[src/design/core_defines.svh]
`ifndef CORE_DEFINES_SVH
`define CORE_DEFINES_SVH

// data path width
`define XLEN 32

// reorder buffer, index width must cover the depth
`define ROB_DEPTH 8
`define ROB_IX_W 3

`define IQ_DEPTH 4   // instruction queue entries
`define MUL_STAGES 3 // multiplier pipe depth

`endif

[src/design/isa_pkg.sv]
package isa_pkg;

  typedef logic [31:0] instr_t;
  typedef logic [4:0] reg_addr_t;

  // decoded class, anything unknown ends up as nop
  typedef enum logic [2:0] {
    ITYPE_NOP,
    ITYPE_OP,
    ITYPE_OPIMM,
    ITYPE_LUI,
    ITYPE_MUL
  } inst_type_e;

  typedef enum logic [3:0] {
    ALU_ADD,
    ALU_SUB,
    ALU_AND,
    ALU_OR,
    ALU_XOR,
    ALU_SLT,
    ALU_SLL,
    ALU_SRL,
    ALU_PASSB // lui, operand b straight through
  } alu_func_e;

endpackage

[src/design/ooo_pkg.sv]
`include "core_defines.svh"

package ooo_pkg;

  typedef logic [`XLEN-1:0] word_t;
  typedef logic [`ROB_IX_W-1:0] rob_ix_t;

  typedef enum logic [1:0] {
    RS_EMPTY,
    RS_WAIT, // at least one operand still tagged
    RS_FIRE
  } rs_state_e;

endpackage

[src/design/reservation_station.sv]
`timescale 1ns/1ps

module reservation_station (
  input  logic               clk_100mhz,
  input  logic               sys_rst,
  input  logic               issue,
  output logic               free,
  input  ooo_pkg::word_t     src1_value,
  input  ooo_pkg::rob_ix_t   src1_tag,
  input  logic               src1_ready,
  input  ooo_pkg::word_t     src2_value,
  input  ooo_pkg::rob_ix_t   src2_tag,
  input  logic               src2_ready,
  input  isa_pkg::alu_func_e alu_func,
  input  ooo_pkg::rob_ix_t   rob_ix,
  input  logic               cdb_valid,
  input  ooo_pkg::rob_ix_t   cdb_rob_ix,
  input  ooo_pkg::word_t     cdb_value,
  output logic               fire_valid,
  output ooo_pkg::word_t     fire_a,
  output ooo_pkg::word_t     fire_b,
  output isa_pkg::alu_func_e fire_func,
  output ooo_pkg::rob_ix_t   fire_ix,
  input  logic               unit_accept
);
  ooo_pkg::rs_state_e state;
  ooo_pkg::rob_ix_t a_tag, b_tag;
  logic a_rdy, b_rdy, a_hit, b_hit;

  assign free = (state == ooo_pkg::RS_EMPTY);
  assign fire_valid = (state == ooo_pkg::RS_FIRE);
  // snoop the bus for a missing operand
  assign a_hit = (state == ooo_pkg::RS_WAIT) && cdb_valid && !a_rdy && (cdb_rob_ix == a_tag);
  assign b_hit = (state == ooo_pkg::RS_WAIT) && cdb_valid && !b_rdy && (cdb_rob_ix == b_tag);

  always_ff @(posedge clk_100mhz) begin
    if (sys_rst) begin
      state <= ooo_pkg::RS_EMPTY;
      a_rdy <= 1'b0;
      b_rdy <= 1'b0;
    end else begin
      case (state)
        ooo_pkg::RS_EMPTY: if (issue) begin
          a_rdy <= src1_ready;
          b_rdy <= src2_ready;
          state <= (src1_ready && src2_ready) ? ooo_pkg::RS_FIRE : ooo_pkg::RS_WAIT;
        end
        ooo_pkg::RS_WAIT: begin
          if (a_hit) a_rdy <= 1'b1;
          if (b_hit) b_rdy <= 1'b1;
          if ((a_rdy || a_hit) && (b_rdy || b_hit)) state <= ooo_pkg::RS_FIRE;
        end
        ooo_pkg::RS_FIRE: if (unit_accept) state <= ooo_pkg::RS_EMPTY;
        default: state <= ooo_pkg::RS_EMPTY;
      endcase
    end
  end

  always_ff @(posedge clk_100mhz) begin
    if (issue && free) begin
      fire_a <= src1_value;
      fire_b <= src2_value;
      a_tag <= src1_tag;
      b_tag <= src2_tag;
      fire_func <= alu_func;
      fire_ix <= rob_ix;
    end else begin
      if (a_hit) fire_a <= cdb_value;
      if (b_hit) fire_b <= cdb_value;
    end
  end

endmodule

[config.mk]
export PLATFORM = sky130hd
export DESIGN_NAME = reservation_station
export DESIGN_NICKNAME = d
export VERILOG_FILES = /design/src/design/isa_pkg.sv /design/src/design/ooo_pkg.sv /design/src/design/reservation_station.sv
export VERILOG_INCLUDE_DIRS = /design/src /design/src/design
export SDC_FILE = /design/constraint.sdc
export NUM_CORES = 1
export LEC_CHECK = 0
export ABC_CLOCK_PERIOD_IN_PS = 4150
export BUFFER_PORTS_ARGS = -buffer_cell sky130_fd_sc_hd__buf_2
export CORE_ASPECT_RATIO = 0.7
export CORE_MARGIN = 5
export CORE_UTILIZATION = 38
export CTS_CLUSTER_DIAMETER = 120
export DETAILED_ROUTE_END_ITERATION = 10
export PLACE_DENSITY = 0.7
export SYNTH_ARGS = -nofsm -noshare
export SYNTH_HDL_FRONTEND = slang
export SYNTH_SLANG_ARGS = --single-unit
[constraint.sdc]
create_clock -name clk_100mhz -period 4.15 [get_ports clk_100mhz]
set_input_delay 0.83 -clock clk_100mhz [delete_from_list [all_inputs] [get_ports clk_100mhz]]
set_output_delay 0.83 -clock clk_100mhz [all_outputs]
set_load 0.01 [all_outputs]
### After elaboration in Yosys (flattened, before gate mapping)

Cells that the tools add are included.

| word-level totals | value |
|---|---|
| input port bits | 119 |
| flip-flop bits (word level) | 81 |

| cells by class | value |
|---|---|
| multiplexer cells | 15 |
| reductions and logical operators | 19 |
| eq/ne operators | 9 |

Operators with widths:

| operator | count |
|---|---|
| $mux W32 | 4 |
| $reduce_and A3 Y1 | 3 |
| $logic_and A1 B1 Y1 | 8 |
| $mux W2 | 4 |
| $eq A3 B3 Y1 | 2 |
| $ne A2 B2 Y1 const B | 3 |
| $pmux W2 S3 | 1 |
| $reduce_bool A2 Y1 | 3 |
| $mux W1 | 4 |
| $ne A2 B1 Y1 const B | 2 |
| $pmux W1 S2 | 2 |
| $eq A2 B1 Y1 const B | 1 |
| $eq A2 B2 Y1 const B | 1 |
| $logic_not A1 Y1 | 2 |
| $logic_not A2 Y1 | 1 |
| $logic_or A1 B1 Y1 | 2 |

### Depth between registers and ports, before layout

Gate-level depths: netlist (run 1).

| depth | value |
|---|---|
| depth after elaboration | 8 |
| depth in mapped cells | 7 |

### Least setup slack after synthesis (run 1)

No wires, ideal clock.

| timing path | value |
|---|---|
| path kind | input -> register |
| start point | input port issue |
| end point | register fire_a[0] (enable) |
| arrival | 1.944 ns |
| cell stages on the path | 4 |
| setup time | 0.389 ns |
| path slack | 1.816 ns |
| required time | 3.761 ns |
| path buffers | 2 |
| cells stage by stage | nand2_1 > buf_2 > buf_2 > nand2_1 |

| between the ends | value |
|---|---|
| cells in the longest elaborated chain, start to end | 2 |

Ends and longest elaborated chain:

| item | line | RTL |
|---|---|---|
| start, declared | reservation_station.sv:6 | `input logic issue,` |
| $logic_and A1 B1 Y1 | reservation_station.sv:60 | `if (issue && free) begin` |
| $reduce_bool A2 Y1 (no line) | - |  |
| end signal, assigned | reservation_station.sv:61 | `fire_a <= src1_value;` |
| end signal, assigned | reservation_station.sv:68 | `if (a_hit) fire_a <= cdb_value;` |
| end, declared | reservation_station.sv:20 | `output ooo_pkg::word_t fire_a,` |

No other way between the ends.
A chain may end at the register's enable or synchronous reset.

### Final worst setup path (run 1)

| timing path | value |
|---|---|
| start point | input port cdb_rob_ix[2] |
| end point | register fire_a[19] (enable) |

| between the ends | value |
|---|---|
| cells in the longest elaborated chain, start to end | 3 |

Ends and longest elaborated chain:

| item | line | RTL |
|---|---|---|
| start, declared | reservation_station.sv:17 | `input ooo_pkg::rob_ix_t cdb_rob_ix,` |
| $eq A3 B3 Y1 | reservation_station.sv:33 | `assign a_hit = (state == ooo_pkg::RS_WAIT) && cdb_valid && !a_rdy && (cdb_rob_ix == a_tag);` |
| $logic_and A1 B1 Y1 | reservation_station.sv:33 |  |
| $reduce_bool A2 Y1 (no line) | - |  |

No other way between the ends.

==> results of run 1 <==
## worst min-delay path, stage by stage (launching register included)
cell      delay, ps
dfxtp_1         320
a21oi_1         120
a211oi_1         80
## how the worst max path moves through the flow
stage	to	cells past startpoint
6_report	fire_a[19]	6
5_1_grt	fire_a[0]	6
4_1_cts	fire_a[0]	6
2_1_floorplan	fire_a[0]	4
3_3_place_gp	fire_a[13]	6
3_5_place_dp	fire_a[24]	6
## stage by stage
stage          hold WS [ps]  power [mW]
2_1_floorplan         512.1       1.482
3_3_place_gp          550.6       1.740
3_5_place_dp          558.4       1.758
4_1_cts               574.4       2.493
5_1_grt               622.3       2.598
6_report              565.9       2.451
## cells in the mapped netlist
cell type and count:
a21oi_1 2, dfxtp_1 4, nor2_2 1, nor2b_1 3
inv_2 1, a211oi_1 3, xnor2_1 6, edfxtp_1 77
nand2b_1 2, nor3_1 1, a31oi_1 1, clkbuf_1 2
a211oi_2 1, o32a_1 1, buf_2 8, nor2_1 5
buf_4 1, nand2_1 167, and4_4 1, and4_1 1
a22o_1 1
## layout make-up
class | instances | area, sq um
tap | 120 | 150.1
multi-input combinational | 196 | 830.8
fill | 763 | 3789
clock buffer | 9 | 225.2
timing repair buffer | 195 | 998.5
inverter | 1 | 3.754
clock inverter | 7 | 53.80
sequential | 81 | 2392
## cell families (layout without fill, tap and decap cells)
family | count (synthesis) | after routing | synth area share (%)
simple gates | 181 | 181 | 21.58
flops | 81 | 81 | 72.89
buf+inv | 12 | 212 | 1.792
compound gates | 9 | 9 | 2.135
xor+xnor | 6 | 6 | 1.601
## flip-flops by register name, summed over array words and instances, names as in the netlist
signal     count
fire_a        32
fire_func      4
b_rdy          1
b_tag          3
a_tag          3
a_rdy          1
fire_b        32
fire_ix        3
state          2
## power groups by stage
stage,combinational (mW),sequential [mW],clock [mW]
floorplan,0.242,1.24,0
global placement,0.570,1.17,0
detailed placement,0.585,1.17,0
CTS,0.586,1.16,0.749
global route,0.640,1.17,0.787
finish,0.571,1.16,0.723
## routing by layer
| layer | part of all wire, % | vias up | wire length [um] | global-route usage (%) |
|---|---|---|---|---|
| met5 | 0 | - | 0 | 0 |
| met4 | 1.1 | 0 | 98 | 4.424 |
| met3 | 7.3 | 6 | 638 | 4.713 |
| met2 | 49 | 115 | 4252 | 27.87 |
| met1 | 43 | 1223 | 3770 | 21.07 |
| li1 | - | 1355 | - | - |
==> impl_metrics.yaml, run 1 <==
sta:
  fmax_ghz: 0.4345
  relSlewSlack_pct: 52.69
  rsz0062_at_grt: "no"
  finalCritPeriodShare_pct: 55.46
  setup_viol: 0
  period_minus_slack_ps: 2301
  skew_ps: 5.517
  slew_violations: 0
  tightest_slew_ps: 708.0
  finalSetupTns_ps: 0
  hold_viol: 0
  finalWorstSetupSlack_ps: 1849
power:
  combPwrFrac_pct: 23.3
  vdd_ir_drop_max_v: 0.0002301
  seq_power_share_pct: 47.2
  switching_power_mw: 0.7254
  p_leak_nw: 2.241
  clockPowerShare_pct: 29.5
  sw_frac_of_total_pct: 29.60
  p_int_mw: 1.726
  powerDensity_nw_per_um2: 526.6
setup_path:
  setup.worst_path.end_class: "flip-flop"
  slowest_delay_ps: 530
  path_cells: "buf_2 > xnor2_1 > and4_1 > nand2_1 > nand2_1 > buf_4"
  critPathKind: "input pin to flip-flop"
  cp.arrival_ps: 2310
  cpMaxStageDelayCell: "nand2_1"
  rr_worst_depth: 5
  critPathLaunchType: "input pin"
  reg2reg_from: "a_tag[0]"
  critPathBufInv: 2
  required_ps: 4160
  rrSetupSlack_ps: 2050
  crit_top_cell: "nand2_1"
  crit_start: "cdb_rob_ix[2]"
  rr_endpoint: "fire_a[19]"
  crit_family: "simple AND/OR/NAND/NOR gates"
  critPathMaxFanout: 17
clocking:
  clock-sinks: 81
  cts_buffers: 9
  cts_hold_buffers: 0
  clkSlewWorstSetupHoldPaths_ps: 60
  clockRootBuffer: "clkbuf_16"
  ctsHtreeMaxLevel: 3
  clockBufferDepth: 2
  clkLatencyLatePin_ps: 320
  post-cts-setup-buffers: 0
  post_cts_resize_count: 0
  cts_tree: "done"
logic_synthesis:
  synth_cells: 289
  synthesis.nets: 408
  syn_area_sq_um: 3282
  synth_area_leaders: "edfxtp_1 (70%), nand2_1 (19%), dfxtp_1 (2.4%), xnor2_1 (1.6%), buf_2 (1.2%)"
  netlist.area_leader.share_pct: 70.45
  yosys.area.top_type: "edfxtp_1"
  yosysSeqAreaShare_pct: 72.89
  ys_types: 21
  syn_area_per_cell_sq_um: 11.36
  ys.warnings.count: 0
  ys_ff_latch: 81
worst_hold_path:
  hold_end: "b_rdy"
  worstHoldPathCells: 2
  hold_class: "flip-flop to flip-flop"
  min_from: "b_rdy"
placed_design:
  post_dp_cell_area_sq_um: 4375
  io_buffers: 191
  dp_cells: 593
  routabilityCongestion: 0.7767
  dp_hpwl_um: 6726
  place_ws_ps: 1439
run_status:
  status: "complete, no violations"
routing:
  routedWlPerCell_um: 14.38
  routed_wl_um: 8760
  drtPass1Iterations: 5
  via_per_inst: 4.432
  antenna_left: 0
  drtIter0Drc: 126
  routed-via-count: 2699
  drc_errors: 0
run:
  max-cap-violations: 0
global_route:
  grt_max_degree: 43
  grt_use_total_pct: 16.48
  antenna_found_initial: 0
  grt_pass1_vias: 2729
  grt_pass1_wl_um: 13380
  gr-total-overflow: 0
floorplan:
  dieHeight_um: 87.76
  dieWidth_um: 121.1
  ios: 192
  die_area_sq_um: 10620
  row_count: 28
  core_sq_um: 8443
  initial_core_util_pct: 38.87
finish:
  final_area_sq_um: 4654
  final_nets: 603
  layout_commonest_cell: "buf_2"
  final_cell_mix: "buf_2 (191), nand2_1 (167), edfxtp_1 (77), clkbuf_16 (9), xnor2_1 (6)"
  finalNonFillerCells: 609
  num_antenna_cells: 0
  drive_gt1_share_pct: 43.76
  area_growth_pct: 41.82
  finish.utilization_pct: 55.13
Note: power is estimated with default switching activity, not from simulation.
==> run 2: changes to the inputs <==
ABC_AREA = 1   (was not set)
ABC_CLOCK_PERIOD_IN_PS = 2000   (was 4150)
PLACE_DENSITY = 0.73   (was 0.7)
clock period = 2 ns   (was 4.15 ns; I/O delays follow)
==> run 2 against run 1 <==
Setup slack got worse by 1400 ps. Clock skew about the same. Sequential power increased by 96%. Via count increased by 3.7%. Area after synthesis increased by 2.0%. Clock-buffer cell count increased by 2. Combinational power increased by 71%. Clock power increased by 95%. Flip-flop and latch count unchanged. Utilization decreased by 0.10 points. Critical endpoint is now fire_valid.
==> impl_metrics.yaml, run 2 <==
run_status:
  status: "complete, no violations"
logic_synthesis:
  synthTopCellsByCount: "nand2_1 (180), edfxtp_1 (77), inv_1 (11), nor2_1 (8), buf_6 (6)"
  synth-main-ff-cell: "edfxtp_1"
  async_flop_share_pct: 0
  syn_area_sq_um: 3348
  syn_area_per_cell_sq_um: 10.84
  synthesis.nets: 428
  yosysSeqAreaShare_pct: 71.45
  ys_types: 18
  synth_cells: 309
  ys.warnings.count: 0
  synth.most_common_cell: "nand2_1"
  yosys.area.top_type: "edfxtp_1"
  netlist.area_leader.share_pct: 69.06
  synth_edf_count: 77
  synth_area_leaders: "edfxtp_1 (69%), nand2_1 (20%), dfxtp_1 (2.4%), buf_6 (2.0%), inv_1 (1.2%)"
  ys_ff_latch: 81
routing:
  drc_errors: 0
  routed_wl_um: 8831
  routedWlPerCell_um: 13.93
  antenna_left: 0
  drtIter0Drc: 101
  dr_wl_met3_um: 834
  wl_met2_um: 4444
  m1WireLength_um: 3452
  drtPass1Iterations: 4
  via_per_inst: 4.413
  top_layer_used: "met4"
  routed-via-count: 2798
global_route:
  gr-total-overflow: 0
  grt_max_degree: 41
  grt_pass1_vias: 2910
  grt_use_total_pct: 16.42
  grt_pass1_wl_um: 13410
  antenna_found_initial: 0
finish:
  final_cell_mix: "buf_2 (191), nand2_1 (179), edfxtp_1 (77), inv_1 (11), clkbuf_16 (9)"
  final_nets: 628
  num_antenna_cells: 0
  top_regs: "fire_a (32), fire_b (32), fire_func (4)"
  fillers: 791
  final_area_sq_um: 4684
  area_growth_pct: 39.91
  layout_commonest_cell: "buf_2"
  drive_gt1_share_pct: 42.22
run:
  max-cap-violations: 0
floorplan:
  initial_core_util_pct: 39.33
  core_sq_um: 8513
  dieHeight_um: 88.54
  row_count: 28
  die_area_sq_um: 10820
  dieWidth_um: 122.2
  ios: 192
clocking:
  ctsHtreeMaxLevel: 3
  clockRootBuffer: "clkbuf_16"
  clkLatencyLatePin_ps: 330
  cts_tree: "done"
  clock-sinks: 81
  clkSlewWorstSetupHoldPaths_ps: 60
  cts_buffers: 9
  cts_hold_buffers: 0
  post_cts_resize_count: 0
  post-cts-setup-buffers: 0
  clockBufferDepth: 2
sta:
  finalSetupTns_ps: 0
  skew_ps: 5.252
  tightest_slew_ps: 418.7
  hold_viol: 0
  rsz0062_at_grt: "no"
  relSlewSlack_pct: 72.09
  hold_ws_ps: 245.6
  period_minus_slack_ps: 1572
  slew_violations: 0
  setup_viol: 0
  fmax_ghz: 0.6360
  finalCritPeriodShare_pct: 78.61
setup_path:
  required_ps: 1600
  critPathKind: "flip-flop to output port"
  crit_end: "fire_valid"
  rr_endpoint: "b_rdy"
  rrSetupSlack_ps: 450
  critPathLaunchType: "flip-flop"
  critPathMaxFanout: 4
  setup.worst_path.end_class: "output port"
  reg2reg_from: "state[0]"
  cp.arrival_ps: 1170
  rr_worst_depth: 7
  crit_start: "state[1]"
placed_design:
  post_dp_cell_area_sq_um: 4429
  io_buffers: 191
  routabilityCongestion: 0.8206
  dp_hpwl_um: 7167
power:
  vdd_ir_drop_max_v: 0.0005342
  p_leak_nw: 2.339
  powerDensity_nw_per_um2: 994.0
worst_hold_path:
  min_from: "alu_func[1]"
  hold_class: "input pin to flip-flop"
-- run 2: routing by layer --
layer / GRT usage, % / vias up
li1: - / 1407
met1: 17.86 / 1273
met2: 29.91 / 108
met3: 6.645 / 10
met4: 4.776 / 0
met5: 0 / -
-- run 2: layout make-up --
class | count | area, sq um | share of cell area, %
clock buffers | 11 | 232.7 | 4.968
clock inverters | 5 | 22.52 | 0.4808
inverters | 12 | 45.04 | 0.9615
multi-input cells | 206 | 825.8 | 17.63
flip-flops and latches | 81 | 2392 | 51.07
well taps | 120 | 150.1 | 3.205
repair buffers | 199 | 1016 | 21.69
-- run 2: kinds of logic (layout without fill, tap and decap cells) --
group                  Yosys count  count (layout)  share of synthesized area [%]
flip-flops                      81              81                          71.45
AO/OA/AOI/OAI                    8               8                          1.383
XOR/XNOR                         2               2                         0.5233
AND/OR/NAND/NOR                196             196                          22.68
buffers and inverters           22             227                          3.961
-- run 2: worst min path at each step --
stage,to,depth (start not counted)
3_5_place_dp,a_rdy,2
6_report,fire_func[1],1
4_1_cts,fire_func[1],1
3_3_place_gp,a_rdy,2
5_1_grt,fire_ix[1],1
2_1_floorplan,a_rdy,2
-- run 2: worst max-delay path, stage by stage, from the launching register on --
cell and delay, ps:
dfxtp_1 430, inv_1 100, nor2_1 160, buf_2 160
-- run 2: power breakdown --
| part | leakage [nW] | switching [mW] | total (mW) | internal, mW |
|---|---|---|---|---|
| registers | 0.776 | 0.0739 | 2.27 | 2.20 |
| clock network | 0.128 | 0.583 | 1.41 | 0.825 |
| logic | 1.43 | 0.611 | 0.975 | 0.364 |
| total | 2.34 | 1.27 | 4.66 | 3.39 |
-- run 2: per-stage QoR --
step | power [mW] | utilization (%) | std cells | setup slack (ps)
2_1_floorplan | 2.844 | - | 309 | 157.2
3_3_place_gp | 3.265 | 52.03 | 618 | 457.0
3_5_place_dp | 3.310 | 52.03 | 618 | 408.1
4_1_cts | 4.736 | 55.03 | 634 | 427.7
5_1_grt | 4.933 | 55.03 | 634 | 283.3
6_report | 4.656 | 55.03 | 634 | 427.8
==> run 3: changes to the inputs <==
ABC_CLOCK_PERIOD_IN_PS = 1650   (was 2000)
PLACE_DENSITY = 0.7   (was 0.73)
clock period = 1.65 ns   (was 2 ns; I/O delays follow)
==> run 3 against run 2 <==
Utilization rose by 1.3 points. Clock power rose by 46%. Via count fell by 0.21%. Die area did not move. Clock-buffer cell count did not move. Routed wire length fell by 1.4%. Hold slack got worse by 64 ps. Critical path depth did not move. Combinational power rose by 26%. Sequential power rose by 21%. Non-clock buffer count did not move.
==> impl_metrics.yaml, run 3 (same netlist as run 2, synthesis figures left out) <==
floorplan:
  dieHeight_um: 88.54
  core_sq_um: 8513
  dieWidth_um: 122.2
  initial_core_util_pct: 39.33
  ios: 192
  row_count: 28
  die_area_sq_um: 10820
sta:
  rsz0062_at_grt: "no"
  relSlewSlack_pct: 85.65
  skew_ps: 7.684
  slew_violations: 0
  finalCritPeriodShare_pct: 88.45
  setup_viol: 0
  hold_viol: 0
  fmax_ghz: 0.6852
  tightest_slew_ps: 213.9
  period_minus_slack_ps: 1459
routing:
  wl_met2_um: 4270
  m1WireLength_um: 3674
  drc_errors: 0
  top_layer_used: "met4"
  routed-via-count: 2792
  routed_wl_um: 8710
  dr_wl_met3_um: 671
  antenna_left: 0
  routedWlPerCell_um: 13.74
  via_per_inst: 4.404
  drtIter0Drc: 95
  drtPass1Iterations: 4
clocking:
  clkSlewWorstSetupHoldPaths_ps: 60
  post-cts-setup-buffers: 0
  cts_tree: "done"
  clock-sinks: 81
  post_cts_resize_count: 0
  cts_hold_buffers: 0
  clockBufferDepth: 2
  ctsHtreeMaxLevel: 3
  cts_buffers: 9
  clockRootBuffer: "clkbuf_16"
  clkLatencyLatePin_ps: 320
run_status:
  status: "complete, no violations"
run:
  max-cap-violations: 0
finish:
  num_antenna_cells: 0
  final_area_sq_um: 4796
  finalNonFillerCells: 634
  finish.utilization_pct: 56.33
  drive_gt1_share_pct: 42.80
  top_regs: "fire_a (32), fire_b (32), fire_func (4)"
  area_growth_pct: 43.24
  final_cell_mix: "buf_2 (191), nand2_1 (178), edfxtp_1 (77), inv_1 (11), clkbuf_16 (9)"
  final_nets: 628
  fillers: 764
  layout_commonest_cell: "buf_2"
setup_path:
  setup.worst_path.end_class: "output port"
  reg2reg_from: "state[0]"
  cp.arrival_ps: 1130
  rr_endpoint: "fire_a[22]"
  cpMaxStageDelayCell: "dfxtp_1"
  rr_worst_depth: 5
  crit_start: "state[1]"
  path_cells: "inv_1 > nor2_1 > buf_2"
  critPathKind: "flip-flop to output port"
  slowest_delay_ps: 410
  critPathMaxFanout: 4
  required_ps: 1320
  rrSetupSlack_ps: 210
  crit_end: "fire_valid"
  critPathLaunchType: "flip-flop"
global_route:
  grt_max_degree: 40
  antenna_found_initial: 0
  grt_pass1_wl_um: 13240
  grt_use_total_pct: 15.99
  grt_pass1_vias: 2811
  gr-total-overflow: 0
placed_design:
  dp_hpwl_um: 6903
  io_buffers: 191
  post_dp_cell_area_sq_um: 4482
  routabilityCongestion: 0.8369
  dp_cells: 618
power:
  powerDensity_nw_per_um2: 1261
  p_leak_nw: 2.377
  vdd_ir_drop_max_v: 0.0006002
  power.total_mw: 6.046
worst_hold_path:
  hold_class: "input pin to flip-flop"
-- run 3: cell types whose count changed in the layout (fill, tap and decap cells not counted) --
cell        previous run  this run
buf_12                 0         4
buf_4                  8         4
bufinv_16              0         2
clkinv_1               2         0
clkinv_2               3         1
clkinv_4               0         1
clkinvlp_4             0         1
nand2_1              179       178
nand2_2                2         3
-- run 3: where the power goes --
group | switching, mW | internal, mW
Clock | 0.735 | 1.33
Combinational | 0.749 | 0.483
Sequential | 0.0882 | 2.67
-- run 3: routing by layer --
layer / track usage, % / vias to the layer above
met2: 27.96 / 118
met5: 0 / -
met1: 19.82 / 1262
li1: - / 1406
met4: 5.183 / 0
met3: 3.898 / 6
-- run 3: through the flow --
stage                     hold WS, ps  TNS [ps]  setup WS (ps)
after global routing            164.9         0          112.8
final                           181.6         0          190.6
after global placement          483.9         0          249.0
after CTS                       167.7         0          173.5
after detailed placement        481.3         0          192.2
after floorplan                 392.4    -11160         -192.8
-- run 3: how the worst min path moves through the flow --
stage          depth (start not counted)         from            to  slack, ps
6_report                               1    rob_ix[1]    fire_ix[1]        180
5_1_grt                                1    rob_ix[2]    fire_ix[2]        160
4_1_cts                                1  alu_func[2]  fire_func[2]        170
3_5_place_dp                           2        b_rdy         b_rdy        480
3_3_place_gp                           2        b_rdy         b_rdy        480
2_1_floorplan                          1      sys_rst      state[1]        390
-- run 3: cell type report --
cell class              instances  area, sq um  area share (%)
well taps                     120        150.1           3.131
clock buffers                  11        232.7           4.853
flip-flops and latches         81         2392           49.88
multi-input cells             206        828.3           17.27
repair buffers                199         1066           22.23
clock inverters                 5        81.33           1.696
inverters                      12        45.04          0.9392
-- run 3: critical path: cells and delay by family (launching register included) --
| kind | cells | cell delay (ps) |
|---|---|---|
| buf+inv | 2 | 260 |
| simple gates | 1 | 140 |
| flops | 1 | 410 |
